## src/mapper_pkg.sv

```systemverilog
//##########################################################################
// Shared definitions for the 4x4 task mapper: grid constants, coordinate,
// id, cost and occupancy types, the request and result structs, and the
// coordinate to id conversion
//##########################################################################

`default_nettype none

package mapper_pkg;

  //##########################################################################
  // Grid geometry
  //##########################################################################

  // PEs per side of the cluster, tied to the id encoding below
  localparam int GRID_DIM = 4;
  // NoC id step from one row to the next
  localparam int ID_ROW_STRIDE = 8;
  localparam int NUM_PE = GRID_DIM * GRID_DIM;

  typedef struct packed {
    logic [1:0] row;
    logic [1:0] col;
  } pe_coord_t;

  typedef logic [5:0] pe_id_t;
  typedef logic [3:0] cost_t;
  typedef logic [3:0] idle_cnt_t;

  // Bit index is row * GRID_DIM + col
  typedef logic [NUM_PE-1:0] occ_vec_t;

  //##########################################################################
  // Structs between the blocks
  //##########################################################################

  // Evaluation request, valid is a one-cycle pulse
  typedef struct packed {
    logic      valid;
    logic      root;
    pe_coord_t ref_point;
  } eval_t;

  typedef struct packed {
    logic      free;
    cost_t     cost;
    idle_cnt_t idle;
  } pe_score_t;

  // Winner handed back to the controller
  typedef struct packed {
    logic      valid;
    pe_coord_t coord;
  } map_sel_t;

  typedef struct packed {
    pe_id_t src_id;
    pe_id_t dest_id;
  } map_result_t;

  // NoC id of a PE, row * 8 + col
  function automatic pe_id_t coord_to_id(input pe_coord_t c);
    return pe_id_t'(int'(c.row) * ID_ROW_STRIDE + int'(c.col));
  endfunction

endpackage

`default_nettype wire

```

## src/design/map_request_ctrl.sv

```systemverilog
//##########################################################################
// Request controller: accepts map requests, keeps the occupancy vector
// and the last mapped PE, and issues one evaluation per request
//##########################################################################

`timescale 1ns/1ps
`default_nettype none

module map_request_ctrl
  import mapper_pkg::*;
(
  input  logic     clk,
  input  logic     rst_b,
  input  logic     map_req,
  input  logic     root,
  input  map_sel_t sel,
  input  logic     fail,
  output logic     busy,
  output occ_vec_t occ,
  output eval_t    eval
);

  logic      busy_q;
  occ_vec_t  occ_q;
  pe_coord_t last_q;
  pe_coord_t last_next;
  logic      complete;
  logic      accept;

  //##########################################################################
  // Completion handling
  //##########################################################################

  // Either pulse from the selector ends the current request
  assign complete = sel.valid | fail;

  // Busy drops on the completion edge itself
  assign busy = busy_q & ~complete;

  // Chosen PE shows as occupied from the completion edge on
  always_comb begin
    occ = occ_q;
    if (sel.valid) begin
      occ[{sel.coord.row, sel.coord.col}] = 1'b1;
    end
  end

  // A request taken during the done cycle must see the new parent
  assign last_next = sel.valid ? sel.coord : last_q;

  assign accept = map_req & ~busy;

  //##########################################################################
  // State
  //##########################################################################

  always_ff @(posedge clk) begin
    if (!rst_b) begin
      busy_q <= 1'b0;
      occ_q  <= '0;
      last_q <= '0;
    end else begin
      occ_q  <= occ;
      last_q <= last_next;
      if (accept) begin
        busy_q <= 1'b1;
      end else if (complete) begin
        busy_q <= 1'b0;
      end
    end
  end

  // Evaluation pulse one cycle after accept
  // Kind and parent are held until the next accepted request
  always_ff @(posedge clk) begin
    if (!rst_b) begin
      eval <= '0;
    end else begin
      eval.valid <= accept;
      if (accept) begin
        eval.root      <= root;
        eval.ref_point <= last_next;
      end
    end
  end

endmodule

`default_nettype wire

```

## src/design/pe_score_cell.sv

```systemverilog
//##########################################################################
// Score cell for one PE: free flag, distance cost and the number of idle
// neighbours within OPT_DIST, registered on each evaluation pulse
//##########################################################################

`timescale 1ns/1ps
`default_nettype none

module pe_score_cell
  import mapper_pkg::*;
#(
  parameter int ROW       = 0,
  parameter int COL       = 0,
  parameter int OPT_DIST  = 2,
  parameter int SELF_COST = 10
) (
  input  logic      clk,
  input  logic      rst_b,
  input  occ_vec_t  occ,
  input  eval_t     eval,
  output pe_score_t score
);

  localparam int IDX = ROW * GRID_DIM + COL;

  // Mask of the PEs within OPT_DIST of this one, self excluded
  function automatic occ_vec_t calc_nbr_mask();
    occ_vec_t mask;
    int       dr;
    int       dc;
    mask = '0;
    for (int r = 0; r < GRID_DIM; r++) begin
      for (int c = 0; c < GRID_DIM; c++) begin
        dr = (r > ROW) ? r - ROW : ROW - r;
        dc = (c > COL) ? c - COL : COL - c;
        if ((dr + dc) <= OPT_DIST && (dr + dc) != 0) begin
          mask[r * GRID_DIM + c] = 1'b1;
        end
      end
    end
    return mask;
  endfunction

  localparam occ_vec_t NBR_MASK = calc_nbr_mask();

  // Root cost is the distance from the controller at (0,0)
  // The controller's own PE is pushed to the back with SELF_COST
  localparam cost_t ROOT_COST = (ROW == 0 && COL == 0) ? cost_t'(SELF_COST)
                                                       : cost_t'(ROW + COL);

  cost_t     child_cost;
  idle_cnt_t idle_cnt;

  //##########################################################################
  // Child cost and idle count
  //##########################################################################

  always_comb begin
    int dr;
    int dc;
    dr = ROW - int'(eval.ref_point.row);
    dc = COL - int'(eval.ref_point.col);
    if (dr < 0) begin
      dr = -dr;
    end
    if (dc < 0) begin
      dc = -dc;
    end
    child_cost = cost_t'(dr + dc);
  end

  // Idle neighbours are free PEs inside the mask
  assign idle_cnt = idle_cnt_t'($countones(~occ & NBR_MASK));

  always_ff @(posedge clk) begin
    if (!rst_b) begin
      score <= '0;
    end else if (eval.valid) begin
      score.free <= ~occ[IDX];
      score.cost <= eval.root ? ROOT_COST : child_cost;
      score.idle <= idle_cnt;
    end
  end

endmodule

`default_nettype wire

```

## src/design/pe_select_tree.sv

```systemverilog
//##########################################################################
// Selection tree: reduces the sixteen PE scores to one winner and drives
// the done or fail pulse, the result ids and the winner for the controller
//##########################################################################

`timescale 1ns/1ps
`default_nettype none

module pe_select_tree
  import mapper_pkg::*;
(
  input  logic        clk,
  input  logic        rst_b,
  input  pe_score_t   scores [NUM_PE],
  input  eval_t       eval,
  output map_sel_t    sel,
  output logic        map_done,
  output logic        map_fail,
  output map_result_t result
);

  // One candidate in the tree
  typedef struct packed {
    logic      found;
    cost_t     cost;
    idle_cnt_t idle;
    pe_coord_t coord;
  } cand_t;

  // Heap layout: node k has children 2k+1 and 2k+2, leaves in PE order
  cand_t node [2*NUM_PE-1];
  cand_t win;
  logic  pend;
  logic  hit;

  // Lower cost first, then more idle neighbours, then the left input
  // The left subtree always holds the lower PE indices
  function automatic cand_t pick(input cand_t a, input cand_t b);
    if (!b.found) begin
      return a;
    end
    if (!a.found) begin
      return b;
    end
    if (b.cost < a.cost) begin
      return b;
    end
    if (b.cost == a.cost && b.idle > a.idle) begin
      return b;
    end
    return a;
  endfunction

  //##########################################################################
  // Reduction
  //##########################################################################

  always_comb begin
    for (int i = 0; i < NUM_PE; i++) begin
      node[NUM_PE-1+i].found     = scores[i].free;
      node[NUM_PE-1+i].cost      = scores[i].cost;
      node[NUM_PE-1+i].idle      = scores[i].idle;
      node[NUM_PE-1+i].coord.row = 2'(i / GRID_DIM);
      node[NUM_PE-1+i].coord.col = 2'(i % GRID_DIM);
    end
    for (int k = NUM_PE - 2; k >= 0; k--) begin
      node[k] = pick(node[2*k+1], node[2*k+2]);
    end
  end

  assign win = node[0];
  assign hit = pend & win.found;

  //##########################################################################
  // Result stage
  //##########################################################################

  always_ff @(posedge clk) begin
    if (!rst_b) begin
      pend     <= 1'b0;
      sel      <= '0;
      map_done <= 1'b0;
      map_fail <= 1'b0;
      result   <= '0;
    end else begin
      // Scores are valid one cycle after the evaluation pulse
      pend      <= eval.valid;
      sel.valid <= hit;
      map_done  <= hit;
      map_fail  <= pend & ~win.found;
      if (hit) begin
        sel.coord     <= win.coord;
        result.src_id <= coord_to_id(win.coord);
        // A root task is its own destination
        result.dest_id <= eval.root ? coord_to_id(win.coord)
                                    : coord_to_id(eval.ref_point);
      end
    end
  end

endmodule

`default_nettype wire

```

## src/design/task_mapper.sv

```systemverilog
//##########################################################################
// Top level of the task mapper: request controller, sixteen PE score
// cells and the selection tree
//##########################################################################

`timescale 1ns/1ps
`default_nettype none

module task_mapper
  import mapper_pkg::*;
#(
  parameter int OPT_DIST  = 2,
  parameter int SELF_COST = 10
) (
  input  logic        clk,
  input  logic        rst_b,
  input  logic        map_req,
  input  logic        root,
  output logic        busy,
  output logic        map_done,
  output logic        map_fail,
  output map_result_t result
);

  occ_vec_t  occ;
  eval_t     eval;
  map_sel_t  sel;
  pe_score_t scores [NUM_PE];

  map_request_ctrl u_ctrl (
    .clk     (clk),
    .rst_b   (rst_b),
    .map_req (map_req),
    .root    (root),
    .sel     (sel),
    .fail    (map_fail),
    .busy    (busy),
    .occ     (occ),
    .eval    (eval)
  );

  // One score cell per PE, place taken from the loop index
  for (genvar i = 0; i < NUM_PE; i++) begin : g_cell
    pe_score_cell #(
      .ROW       (i / GRID_DIM),
      .COL       (i % GRID_DIM),
      .OPT_DIST  (OPT_DIST),
      .SELF_COST (SELF_COST)
    ) u_cell (
      .clk   (clk),
      .rst_b (rst_b),
      .occ   (occ),
      .eval  (eval),
      .score (scores[i])
    );
  end

  pe_select_tree u_select (
    .clk      (clk),
    .rst_b    (rst_b),
    .scores   (scores),
    .eval     (eval),
    .sel      (sel),
    .map_done (map_done),
    .map_fail (map_fail),
    .result   (result)
  );

endmodule

`default_nettype wire

```

## config.mk

```make
export PLATFORM = sky130hd
export DESIGN_NAME = task_mapper
export DESIGN_NICKNAME = d
export VERILOG_FILES = /design/src/mapper_pkg.sv /design/src/design/map_request_ctrl.sv /design/src/design/pe_score_cell.sv /design/src/design/pe_select_tree.sv /design/src/design/task_mapper.sv
export SDC_FILE = /design/constraint.sdc
export NUM_CORES = 1
export LEC_CHECK = 0
export ABC_AREA = 1
export BUFFER_PORTS_ARGS = -buffer_cell sky130_fd_sc_hd__buf_2
export CAP_MARGIN = 20
export CORE_UTILIZATION = 37
export CTS_CLUSTER_DIAMETER = 100
export CTS_CLUSTER_SIZE = 20
export DETAILED_ROUTE_END_ITERATION = 10
export PLACE_DENSITY = 0.64
export SLEW_MARGIN = 10
export SYNTH_ARGS = -nofsm -noshare
export SYNTH_HDL_FRONTEND = slang
export SYNTH_SLANG_ARGS = --single-unit
```

## constraint.sdc

```tcl
create_clock -name clk -period 6.67 [get_ports clk]
set_input_delay 0.3335 -clock clk [delete_from_list [all_inputs] [get_ports clk]]
set_output_delay 0.3335 -clock clk [all_outputs]
set_load 0.01 [all_outputs]
```

==> results of run 1 <==
==> sequential cells by signal, indices dropped and copies added (netlist names) <==
signal and cells:
u_select.sel 4, u_ctrl.busy_q 1, u_ctrl.eval 6, u_select.pend 1
u_select.map_fail 1, u_ctrl.occ_q 16, g_cell.u_cell.score 125, u_ctrl.last_q 4
u_select.result 5
==> cell usage after synthesis, types with 2 or more instances <==
master	count	share of area [%]
sky130_fd_sc_hd__nand2_1	273	7.5
sky130_fd_sc_hd__inv_1	262	7.2
sky130_fd_sc_hd__ha_1	214	20
sky130_fd_sc_hd__a21oi_1	185	6.8
sky130_fd_sc_hd__dfxtp_1	163	24
sky130_fd_sc_hd__nor2_1	148	4.1
sky130_fd_sc_hd__o21ai_0	119	4.4
sky130_fd_sc_hd__fa_1	68	9.9
sky130_fd_sc_hd__nand3_1	54	2.0
sky130_fd_sc_hd__o21ai_1	42	1.5
sky130_fd_sc_hd__o21ai_2	41	2.6
sky130_fd_sc_hd__clkbuf_1	37	1.0
sky130_fd_sc_hd__nand2_2	26	1.2
sky130_fd_sc_hd__xnor2_1	17	1.1
sky130_fd_sc_hd__a211oi_1	15	0.82
sky130_fd_sc_hd__inv_2	13	0.36
sky130_fd_sc_hd__o21bai_1	12	0.66
sky130_fd_sc_hd__o211ai_1	11	0.60
sky130_fd_sc_hd__buf_2	9	0.33
sky130_fd_sc_hd__buf_1	7	0.19
sky130_fd_sc_hd__a221oi_1	6	0.38
sky130_fd_sc_hd__a211o_1	5	0.32
sky130_fd_sc_hd__buf_4	5	0.27
sky130_fd_sc_hd__clkinv_1	5	0.14
sky130_fd_sc_hd__a2bb2oi_1	4	0.26
sky130_fd_sc_hd__a31oi_1	4	0.18
sky130_fd_sc_hd__nand4_1	4	0.18
sky130_fd_sc_hd__o21ai_4	4	0.48
sky130_fd_sc_hd__or2_2	4	0.18
sky130_fd_sc_hd__a21boi_0	3	0.16
sky130_fd_sc_hd__a21oi_2	3	0.19
sky130_fd_sc_hd__buf_6	3	0.25
sky130_fd_sc_hd__a21boi_1	2	0.11
sky130_fd_sc_hd__a21boi_4	2	0.27
sky130_fd_sc_hd__nor3_1	2	0.073
sky130_fd_sc_hd__o221ai_1	2	0.13
sky130_fd_sc_hd__xor2_1	2	0.13
==> timing repair <==
item | in CTS | in global routing
endpoints found under the hold margin | 0 | 0
setup endpoints to repair | 0 | 8
hold buffers | 0 | 0
setup buffers | 0 | 12
resized for setup | 0 | 6
==> final cells by class <==
type	count	share of cell area, %
Inverter	280	7.10
Timing Repair Buffer	44	1.98
Multi-Input combinational cell	1283	61.0
Sequential cell	163	21.9
Clock inverter	14	1.13
Tap cell	468	3.93
Clock buffer	18	2.95
==> how the worst min path moves through the flow <==
stage | from | to | slack [ns] | cells after the start
5_1_grt | map_req | u_ctrl.busy_q$_SDFFE_PN0P_ | 0.10 | 3
2_1_floorplan | u_select.pend$_SDFF_PN0_ | u_select.map_fail$_SDFF_PN0_ | 0.42 | 2
6_report | map_req | u_ctrl.busy_q$_SDFFE_PN0P_ | 0.10 | 3
3_3_place_gp | u_ctrl.occ_q[6]$_SDFF_PN0_ | u_ctrl.occ_q[6]$_SDFF_PN0_ | 0.43 | 2
3_5_place_dp | u_select.pend$_SDFF_PN0_ | u_select.map_fail$_SDFF_PN0_ | 0.44 | 2
4_1_cts | map_req | u_ctrl.busy_q$_SDFFE_PN0P_ | 0.10 | 3
==> power by group <==
part	switching [uW]	total, uW	internal [uW]
registers	46.1	1070	1020
clock network	467	1040	576
logic	631	986	354
==> stage by stage <==
stage               hold slack, ns  cell area, um^2  total power (uW)
detailed placement           0.443            14200              2050
global placement             0.434            14200              2030
floorplan                    0.415            13700              1810
finish                       0.105            14900              3100
global route                 0.101            14900              3300
CTS                          0.101            14800              3090
==> critical path, delay by kind of cell (launching register included) <==
| family | cells | cell delay [ns] |
|---|---|---|
| AO/OA/AOI/OAI | 11 | 2.06 |
| AND/OR/NAND/NOR | 18 | 1.80 |
| adder cells (fa/ha/maj) | 4 | 1.31 |
| buffers and inverters | 3 | 0.54 |
| flip-flops | 1 | 0.33 |
==> cells in the final DEF (no fill, tap or decap), drive strengths merged, types with 12 or more instances in the layout <==
master and n:
fa 68, nand3 54, o21bai 12, dfxtp 163
inv 280, clkbuf 18, ha 214, a211oi 15
a21oi 188, buf 44, o21ai 206, nand2 300
nor2 149, xnor2 17
==> metal layers <==
layer | part of all wire, % | vias up | wire length (um)
met5 | 0 | - | 0
met3 | 5.1 | 57 | 1980
met4 | 3.2 | 0 | 1230
met1 | 45 | 5495 | 17400
li1 | - | 5860 | -
met2 | 47 | 316 | 18100
==> logic make-up after synthesis <==
group,Yosys count,synth area share (%)
simple gates,515,15.4
fa+ha+maj,282,29.5
flops,163,23.8
other cells,1,0.0274
xor+xnor,19,1.22
compound gates,463,20.0
buf+inv,343,9.99
==> load_flow_metrics.sql, run 1 <==
INSERT INTO impl_metrics (metric_group, metric, value, unit) VALUES
('setup_path', 'cpMaxStageDelayCell', 'sky130_fd_sc_hd__o21ai_1', ''),
('timing', 'fmax', '0.163', 'GHz'),
('synth', 'synthesis.area_per_instance', '7.67', 'um^2'),
('setup_path', 'r2r_setup_slk', '0.54', 'ns'),
('cells_and_area', 'flow.area_growth_from_synthesis', '8.83', '%'),
('setup_path', 'rr_endpoint', 'u_select.result[3]$_SDFFE_PN0P_', ''),
('power', 'worst_ir_drop_vdd', '0.000166', 'V'),
('synth', 'synth_seq_area_share', '23.8', '%'),
('placed_design', 'io_buffers', '14', ''),
('setup_path', 'cp_common_cell', 'sky130_fd_sc_hd__nand2_1', ''),
('timing', 'worst_relative_slew_slack', '42.6', '%'),
('grt', 'initial_antenna_violation_count', '0', ''),
('setup_path', 'worstReg2RegStart', 'g_cell[13].u_cell.score[4]$_SDFFE_PN0P_', ''),
('floorplan', 'die_area', '37800', 'um^2'),
('routing', 'detail_route.wirelength', '38.7', 'mm'),
('min_path', 'worst_hold_path_type', 'input port to flip-flop', ''),
('cells_and_area', 'finalNetCount', '2075', ''),
('synth', 'yosys_warning_total', '0', ''),
('clocking', 'cts_htree_levels', '4', ''),
('clocking', 'cts_tree', 'done', ''),
('clocking', 'clock_sinks', '163', ''),
('setup_path', 'critPathLaunch', 'g_cell[13].u_cell.score[4]$_SDFFE_PN0P_', ''),
('outcome', 'status', 'completed', ''),
('setup_path', 'worst_ep_required_time', '7.04', 'ns'),
('synth', 'synth_async_sr_flop_share', '0', '%'),
('routing', 'dr_total_vias', '11700', ''),
('timing', 'clock_skew', '0.0113', 'ns'),
('timing', 'finalSetupViolations', '0', ''),
('grt', 'grt_use_met3', '2.62', '%'),
('routing', 'drt_pre_antenna_iters', '7', ''),
('routing', 'initialDrtViolationCount', '828', ''),
('grt', 'grt_pass1_wl', '61.3', 'mm'),
('cells_and_area', 'final_core_utilization', '40.8', '%'),
('floorplan', 'dieWidth', '194', 'um'),
('cells_and_area', 'stdcell_count', '2270', ''),
('setup_path', 'critPathArrivalTime', '6.50', 'ns'),
('floorplan', 'placementRows', '70', ''),
('synth', 'synth-edff-count', '0', ''),
('grt', 'grt_remaining_overflow', '0', ''),
('synth', 'synthesis.area', '13700', 'um^2'),
('floorplan', 'initial_utilization', '37.5', '%'),
('synth', 'synth_cell_type_count', '47', ''),
('clocking', 'cts.clk_slew.worst_paths', '0.07', 'ns'),
('setup_path', 'critical-path-max-stage-delay', '0.40', 'ns'),
('clocking', 'clock-root-buffer', 'sky130_fd_sc_hd__clkbuf_16', ''),
('clocking', 'worst_skew_late_latency', '0.45', 'ns'),
('grt', 'first_global_vias', '11500', ''),
('setup_path', 'crit_path_max_fanout', '19', ''),
('routing', 'antenna_violating_nets_post_route', '0', ''),
('routing', 'post_drt_via_cell_ratio', '5.17', ''),
('clocking', 'max-clock-path-buffers', '2', ''),
('timing', 'finalMaxSlewViolations', '0', ''),
('grt', 'most_crowded_layer_after_global_routing', 'met2', ''),
('routing', 'remaining_drc_errors', '0', ''),
('job', 'max_cap_violations', '0', ''),
('timing', 'tightestPinTransition', '0.861', 'ns'),
('placed_design', 'gp_congestion', '0.929', ''),
('synth', 'synth-seq-cells', '163', ''),
('power', 'power-per-cell-area', '208', 'nW/um^2'),
('grt', 'gr-usage-met1', '27.4', '%'),
('floorplan', 'dieHeight', '194', 'um'),
('floorplan', 'ios', '19', ''),
('placed_design', 'numPlacedInstances', '2226', ''),
('cells_and_area', 'n_fill_cell', '3643', ''),
('setup_path', 'cp-end-kind', 'flip-flop', ''),
('routing', 'wl_per_cell', '17.0', 'um'),
('power', 'power.static_leakage', '0.00700', 'uW'),
('clocking', 'cts_inserted_buffers', '17', ''),
('setup_path', 'crit_path_end', 'u_select.result[3]$_SDFFE_PN0P_', ''),
('cells_and_area', 'regArea', '3260', 'um^2'),
('placed_design', 'place_worst_setup_slack', '0.202', 'ns');
Note: power is estimated with default switching activity, not from simulation.
==> run 2, diff against run 1 <==
- PLACE_DENSITY: 0.64 -> 0.48
- SYNTH_HIERARCHICAL: not set -> 1
==> load_flow_metrics.sql, run 2 <==
INSERT INTO impl_metrics (metric_group, metric, value, unit) VALUES
('timing', 'worst_relative_slew_slack', '37.7', '%'),
('timing', 'tightestPinTransition', '0.935', 'ns'),
('cells_and_area', 'biggestRegsByFlops', 'g_cell.u_cell/score: 136 flops, u_ctrl/occ_q: 16 flops', ''),
('grt', 'grt_max_degree', '80', ''),
('grt', 'grt_pass1_wl', '64.5', 'mm'),
('synth', 'synth_cell_type_count', '41', ''),
('placed_design', 'dp_hpwl', '29.9', 'mm'),
('synth', 'synthesis.instances', '2163', ''),
('timing', 'clock_skew', '0.0178', 'ns'),
('job', 'max_cap_violations', '0', ''),
('floorplan', 'initial_utilization', '37.5', '%'),
('placed_design', 'numPlacedInstances', '2685', ''),
('clocking', 'cts_htree_levels', '4', ''),
('floorplan', 'placementRows', '74', ''),
('cells_and_area', 'number_of_flip_flops_under_the_largest_register_name', '136', ''),
('timing', 'finalCriticalPeriod', '6.07', 'ns'),
('clocking', 'post_cts_hold_buffer_count', '0', ''),
('synth', 'synth_async_sr_flop_share', '0', '%'),
('synth', 'synth-seq-cells', '174', ''),
('timing', 'fmax', '0.165', 'GHz'),
('floorplan', 'dieWidth', '205', 'um'),
('synth', 'synth_seq_area_share', '22.7', '%'),
('outcome', 'status', 'completed', ''),
('synth', 'synthesis.area', '15300', 'um^2'),
('cells_and_area', 'layout_common_cells', 'sky130_fd_sc_hd__inv_1, sky130_fd_sc_hd__nand2_1, sky130_fd_sc_hd__nor2_1, sky130_fd_sc_hd__ha_1, sky130_fd_sc_hd__dfxtp_1', ''),
('cells_and_area', 'stdcell_count', '2717', ''),
('cells_and_area', 'layout-drive-gt1-share', '6.91', '%'),
('clocking', 'cts_tree', 'done', ''),
('floorplan', 'die_area', '42200', 'um^2'),
('synth', 'synth-edff-count', '0', ''),
('routing', 'wl_per_cell', '14.7', 'um'),
('setup_path', 'critical-path-max-stage-delay', '0.38', 'ns'),
('setup_path', 'crit_path_max_fanout', '16', ''),
('cells_and_area', 'antenna_cells', '0', ''),
('floorplan', 'core_area', '40800', 'um^2'),
('setup_path', 'cp_common_cell', 'sky130_fd_sc_hd__nand2_1', ''),
('cells_and_area', 'flow.area_growth_from_synthesis', '7.33', '%'),
('synth', 'post-synth-top-area-fraction', '22.7', '%'),
('grt', 'initial_antenna_violation_count', '0', ''),
('routing', 'detail_route.wirelength', '39.9', 'mm'),
('synth', 'post_synth_most_frequent_cells', 'sky130_fd_sc_hd__inv_1, sky130_fd_sc_hd__nand2_1, sky130_fd_sc_hd__nor2_1, sky130_fd_sc_hd__ha_1, sky130_fd_sc_hd__dfxtp_1', ''),
('setup_path', 'critical_path_class', 'flip-flop to flip-flop', ''),
('timing', 'final_hold_viol_count', '0', ''),
('clocking', 'cts_inserted_buffers', '17', ''),
('timing', 'fin_crit_sh', '91.1', '%'),
('timing', 'finalMaxSlewViolations', '0', ''),
('power', 'worst_ir_drop_vdd', '0.000141', 'V'),
('placed_design', 'io_buffers', '14', ''),
('grt', 'grt.total_usage', '20.0', '%'),
('floorplan', 'ios', '19', ''),
('routing', 'antenna_violating_nets_post_route', '0', ''),
('clocking', 'cts.clk_slew.worst_paths', '0.08', 'ns'),
('clocking', 'post_cts_resize_count', '0', ''),
('clocking', 'post_cts_setup_driven_buffer_insertion_count', '0', ''),
('cells_and_area', 'largest_register', 'g_cell.u_cell/score', ''),
('routing', 'initialDrtViolationCount', '655', ''),
('setup_path', 'critPathArrivalTime', '6.48', 'ns'),
('setup_path', 'worst_ep_required_time', '7.07', 'ns'),
('timing', 'totalNegativeSetupSlack', '0', 'ns'),
('synth', 'synth_area_leaders', 'sky130_fd_sc_hd__dfxtp_1, sky130_fd_sc_hd__ha_1, sky130_fd_sc_hd__inv_1', ''),
('cells_and_area', 'finalNetCount', '2463', ''),
('placed_design', 'gp_congestion', '0.828', ''),
('routing', 'remaining_drc_errors', '0', ''),
('grt', 'first_global_vias', '12300', ''),
('power', 'power-per-cell-area', '200', 'nW/um^2'),
('cells_and_area', 'most_common_cell_after_layout_fill_and_taps_aside', 'sky130_fd_sc_hd__inv_1', ''),
('setup_path', 'cp-end-kind', 'flip-flop', ''),
('routing', 'post_drt_via_cell_ratio', '4.68', ''),
('timing', 'finalSetupViolations', '0', ''),
('min_path', 'worst_hold_path_type', 'input port to flip-flop', ''),
('synth', 'yosys_warning_total', '6', ''),
('timing', 'rsz_0062_raised_after_global_routing', 'no', ''),
('setup_path', 'cpMaxStageDelayCell', 'sky130_fd_sc_hd__o21ai_1', ''),
('clocking', 'clock_sinks', '174', ''),
('floorplan', 'dieHeight', '205', 'um'),
('grt', 'grt_remaining_overflow', '0', ''),
('power', 'power.static_leakage', '0.00766', 'uW'),
('routing', 'drt_pre_antenna_iters', '5', ''),
('synth', 'synth_most_common_cell', 'sky130_fd_sc_hd__inv_1', ''),
('synth', 'synth_area_leader_cell', 'sky130_fd_sc_hd__dfxtp_1', ''),
('clocking', 'clock-root-buffer', 'sky130_fd_sc_hd__clkbuf_16', ''),
('routing', 'dr_total_vias', '12700', ''),
('clocking', 'max-clock-path-buffers', '2', ''),
('synth', 'synthFlopType', 'sky130_fd_sc_hd__dfxtp_1', ''),
('clocking', 'worst_skew_late_latency', '0.47', 'ns'),
('setup_path', 'startpoint_type', 'flip-flop', ''),
('synth', 'synthesis.area_per_instance', '7.08', 'um^2');
[run 2: cell count changes after synthesis, moves of 13 or more]
cell and delta:
sky130_fd_sc_hd__a211oi_1 -15, sky130_fd_sc_hd__o21ai_2 -36, sky130_fd_sc_hd__buf_4 +18, sky130_fd_sc_hd__clkbuf_1 -31
sky130_fd_sc_hd__xnor2_1 -13, sky130_fd_sc_hd__nand2_1 +145, sky130_fd_sc_hd__nand2_2 -21, sky130_fd_sc_hd__buf_6 +14
sky130_fd_sc_hd__o21ai_0 +28, sky130_fd_sc_hd__conb_1 +13, sky130_fd_sc_hd__nor2_1 +98, sky130_fd_sc_hd__inv_1 +174
sky130_fd_sc_hd__a21oi_1 -45
[run 2: worst paths after layout]
| check | startpoint | endpoint | slack (ns) | depth (start not counted) |
|---|---|---|---|---|
| worst max-delay path | g_cell[8].u_cell/score[3]$_SDFFE_PN0P_ | u_select/result[0]$_SDFFE_PN0P_ | 0.60 | 40 |
| worst min-delay path | root | u_ctrl/eval[4]$_SDFFE_PN0P_ | 0.18 | 4 |
| worst min register to register | g_cell[14].u_cell/score[7]$_SDFFE_PN0P_ | g_cell[14].u_cell/score[7]$_SDFFE_PN0P_ | 0.43 | 2 |
| worst max register to register | g_cell[8].u_cell/score[3]$_SDFFE_PN0P_ | u_select/result[0]$_SDFFE_PN0P_ | 0.60 | 40 |
[run 2: report_power, final]
| group | internal (uW) | leakage (uW) | switching [uW] | total, uW |
|---|---|---|---|---|
| Combinational | 385 | 0.00594 | 698 | 1080 |
| Clock | 528 | 0.000300 | 524 | 1050 |
| Sequential | 1100 | 0.00142 | 52.4 | 1150 |
| Total | 2010 | 0.00766 | 1270 | 3290 |
[run 2: per-layer routing]
metal / GRT usage (%) / part of all wire (%) / vias up / wire length [um]
li1: - / - / 6712 / -
met1: 25.5 / 47 / 5813 / 18900
met2: 34.4 / 48 / 148 / 19000
met3: 2.98 / 2.7 / 43 / 1090
met4: 6.16 / 2.3 / 0 / 902
met5: 0 / 0 / - / 0
[run 2: cell families (layout without fill, tap and decap cells)]
family | count (synthesis) | in the layout | synth area share [%]
AO/OA/AOI/OAI | 378 | 378 | 13.3
XOR/XNOR | 13 | 13 | 0.744
adder cells (fa/ha/maj) | 287 | 287 | 27.3
buffers and inverters | 506 | 517 | 14.0
flip-flops | 174 | 174 | 22.7
other | 14 | 25 | 0.343
AND/OR/NAND/NOR | 791 | 791 | 21.6
[run 2: area by class of cell]
cell class	count	area, um^2
repair buffers	30	193
fillers	4329	24400
clock inverters	14	158
flip-flops and latches	174	3490
multi-input cells	1494	9750
inverters	455	1730
well taps	532	666
clock buffers	18	450
[run 2: critical path: cells and delay by family (launching register included)]
family / cells / cell delay, ns
DFF: 1 / 0.35
AOI/OAI and AO/OA: 10 / 1.81
adders and majority gates: 4 / 1.25
and+or+nand+nor: 19 / 1.63
buffers and inverters: 7 / 0.95
[run 2: through the flow]
stage | setup slack (ns) | power, uW | cell area, um^2 | util [%] | hold WS, ns
after floorplan | 1.40 | 1990 | 15400 | - | 0.410
after CTS | 0.327 | 3320 | 16400 | 40.2 | 0.155
final | 0.597 | 3290 | 16400 | 40.2 | 0.175
after detailed placement | 0.346 | 2250 | 15800 | 38.7 | 0.423
after global placement | 0.458 | 2230 | 15800 | 38.7 | 0.421
after global routing | 0.00702 | 3550 | 16400 | 40.2 | 0.195
==> run 3, diff against run 2 <==
- CORE_UTILIZATION: 37 -> 32
- PLACE_DENSITY: 0.48 -> 0.52
==> load_flow_metrics.sql, run 3 (same netlist as run 2, synthesis figures left out) <==
INSERT INTO impl_metrics (metric_group, metric, value, unit) VALUES
('floorplan', 'placementRows', '79', ''),
('cells_and_area', 'finalNetCount', '2465', ''),
('timing', 'final_hold_viol_count', '0', ''),
('cells_and_area', 'layout-drive-gt1-share', '6.95', '%'),
('timing', 'finalMaxSlewViolations', '0', ''),
('cells_and_area', 'final_core_utilization', '35.2', '%'),
('job', 'max_cap_violations', '0', ''),
('setup_path', 'r2r_setup_slk', '0.57', 'ns'),
('setup_path', 'worst_ep_required_time', '7.07', 'ns'),
('min_path', 'hold_start', 'map_req', ''),
('routing', 'detail_route.wirelength', '39.2', 'mm'),
('timing', 'setup_slack_of_the_critical_path_after_layout', '0.574', 'ns'),
('routing', 'initialDrtViolationCount', '686', ''),
('outcome', 'status', 'completed', ''),
('setup_path', 'rr_endpoint', 'u_select/result[1]$_SDFFE_PN0P_', ''),
('setup_path', 'cp_common_cell', 'sky130_fd_sc_hd__nand2_1', ''),
('setup_path', 'critical-path-max-stage-delay', '0.48', 'ns'),
('routing', 'post_drt_via_cell_ratio', '4.60', ''),
('timing', 'finalSetupViolations', '0', ''),
('min_path', 'worst_hold_path_type', 'input port to flip-flop', ''),
('floorplan', 'dieHeight', '221', 'um'),
('clocking', 'max-clock-path-buffers', '2', ''),
('power', 'worst_ir_drop_vdd', '0.000199', 'V'),
('timing', 'worst_relative_slew_slack', '42.0', '%'),
('setup_path', 'timing.reg2reg.worst_path_depth', '37', ''),
('clocking', 'cts_htree_levels', '4', ''),
('floorplan', 'initial_utilization', '32.7', '%'),
('setup_path', 'worstReg2RegStart', 'g_cell[10].u_cell/score[7]$_SDFFE_PN0P_', ''),
('cells_and_area', 'stdcell_count', '2794', ''),
('min_path', 'hold-path-cell-count', '3', ''),
('floorplan', 'die_area', '48700', 'um^2'),
('routing', 'remaining_drc_errors', '0', ''),
('timing', 'fin_crit_sh', '91.4', '%'),
('setup_path', 'number_of_buffers_and_inverters_on_the_critical_path', '4', ''),
('power', 'power-per-cell-area', '196', 'nW/um^2'),
('clocking', 'post_cts_hold_buffer_count', '0', ''),
('cells_and_area', 'most_common_cell_after_layout_fill_and_taps_aside', 'sky130_fd_sc_hd__inv_1', ''),
('grt', 'grt_pass1_wl', '64.8', 'mm'),
('cells_and_area', 'antenna_cells', '0', ''),
('routing', 'dr_total_vias', '12800', ''),
('setup_path', 'critPathArrivalTime', '6.49', 'ns'),
('setup_path', 'worst_path_dominant_cell_family', 'compound AO/OA/AOI/OAI gates', ''),
('grt', 'initial_antenna_violation_count', '0', ''),
('routing', 'antenna_violating_nets_post_route', '0', ''),
('clocking', 'worst_skew_late_latency', '0.46', 'ns'),
('cells_and_area', 'largest_register', 'g_cell.u_cell/score', ''),
('placed_design', 'gp_congestion', '0.846', ''),
('routing', 'wl_per_cell', '14.0', 'um'),
('grt', 'grt_remaining_overflow', '0', ''),
('setup_path', 'cpMaxStageDelayCell', 'sky130_fd_sc_hd__o21ai_0', ''),
('min_path', 'hold_path_end', 'u_ctrl/eval[5]$_SDFF_PN0_', ''),
('setup_path', 'crit_path_max_fanout', '18', ''),
('setup_path', 'critical_path_class', 'flip-flop to flip-flop', ''),
('grt', 'grt_max_degree', '75', ''),
('timing', 'tightestPinTransition', '0.869', 'ns'),
('placed_design', 'io_buffers', '14', ''),
('cells_and_area', 'layout_common_cells', 'sky130_fd_sc_hd__inv_1, sky130_fd_sc_hd__nand2_1, sky130_fd_sc_hd__nor2_1, sky130_fd_sc_hd__ha_1, sky130_fd_sc_hd__dfxtp_1', ''),
('floorplan', 'dieWidth', '221', 'um'),
('timing', 'finalCriticalPeriod', '6.10', 'ns'),
('clocking', 'cts_tree', 'done', ''),
('setup_path', 'startpoint_type', 'flip-flop', ''),
('placed_design', 'postPlaceCellArea', '15900', 'um^2'),
('clocking', 'cts_inserted_buffers', '17', ''),
('timing', 'fmax', '0.164', 'GHz'),
('floorplan', 'core_area', '46900', 'um^2'),
('clocking', 'clock-root-buffer', 'sky130_fd_sc_hd__clkbuf_16', ''),
('power', 'power.static_leakage', '0.00764', 'uW'),
('timing', 'fin_hold_ws', '0.193', 'ns'),
('floorplan', 'ios', '19', ''),
('cells_and_area', 'biggestRegsByFlops', 'g_cell.u_cell/score: 136 flops, u_ctrl/occ_q: 16 flops', ''),
('clocking', 'clock_sinks', '174', ''),
('cells_and_area', 'number_of_flip_flops_under_the_largest_register_name', '136', ''),
('setup_path', 'cp-end-kind', 'flip-flop', ''),
('placed_design', 'dp_hpwl', '29.8', 'mm'),
('placed_design', 'place_worst_setup_slack', '0.260', 'ns'),
('clocking', 'cts.clk_slew.worst_paths', '0.08', 'ns'),
('grt', 'grt.total_usage', '17.1', '%'),
('cells_and_area', 'flow.area_growth_from_synthesis', '7.84', '%'),
('routing', 'drt_pre_antenna_iters', '5', ''),
('timing', 'clock_skew', '0.0170', 'ns'),
('grt', 'first_global_vias', '12600', ''),
('placed_design', 'numPlacedInstances', '2760', ''),
('cells_and_area', 'layout.cell_area.non_filler', '16500', 'um^2');
## run 3: worst reg2reg max path: cells and delay by family, from the launching register on
kind            cells  cell delay (ns)
compound gates     12             2.21
simple gates       17             1.83
fa+ha+maj           4             1.26
buf+inv             4             0.43
flops               1             0.33
## run 3: worst max-delay path by stage
stage                                             from                               to  slack (ns)  depth (start not counted)
2_1_floorplan   g_cell[8].u_cell/score[7]$_SDFFE_PN0P_  u_select/result[0]$_SDFFE_PN0P_        1.40                         44
3_3_place_gp    g_cell[0].u_cell/score[7]$_SDFFE_PN0P_  u_select/result[0]$_SDFFE_PN0P_        0.25                         39
3_5_place_dp    g_cell[0].u_cell/score[7]$_SDFFE_PN0P_  u_select/result[1]$_SDFFE_PN0P_        0.26                         37
4_1_cts         g_cell[0].u_cell/score[7]$_SDFFE_PN0P_  u_select/result[1]$_SDFFE_PN0P_        0.23                         37
5_1_grt         g_cell[6].u_cell/score[7]$_SDFFE_PN0P_  u_select/result[1]$_SDFFE_PN0P_     -0.0003                         39
6_report       g_cell[10].u_cell/score[7]$_SDFFE_PN0P_  u_select/result[1]$_SDFFE_PN0P_        0.57                         37
## run 3: final cells by class
class,instances,area (um^2)
fill,5106,30300
tap,607,759
multi-input combinational,1494,9750
inverter,455,1730
sequential,174,3490
clock buffer,20,447
clock inverter,12,130
timing repair buffer,32,208
## run 3: what timing repair did
| item | CTS | global route |
|---|---|---|
| buffers inserted | 0 | 2 |
| endpoints found under the setup margin | 0 | 8 |
| resized for setup | 0 | 13 |
| endpoints found under the hold margin | 0 | 0 |
## run 3: metrics by stage
step                power (uW)  setup TNS, ns
finish                    3240              0
global route              3510      -0.000345
CTS                       3270              0
detailed placement        2240              0
global placement          2220              0
floorplan                 1990              0
## run 3: metal layers
metal	vias up	global-route usage, %	wire length, um
met5	-	0	0
met2	168	28.6	18000
li1	6714	-	-
met1	5925	22.6	19100
met3	41	2.86	1240
met4	0	4.89	762
## run 3: report_power, final
group,switching [uW],internal [uW]
Sequential,56.4,1100
Clock,481,533
Combinational,685,389
Total,1220,2020
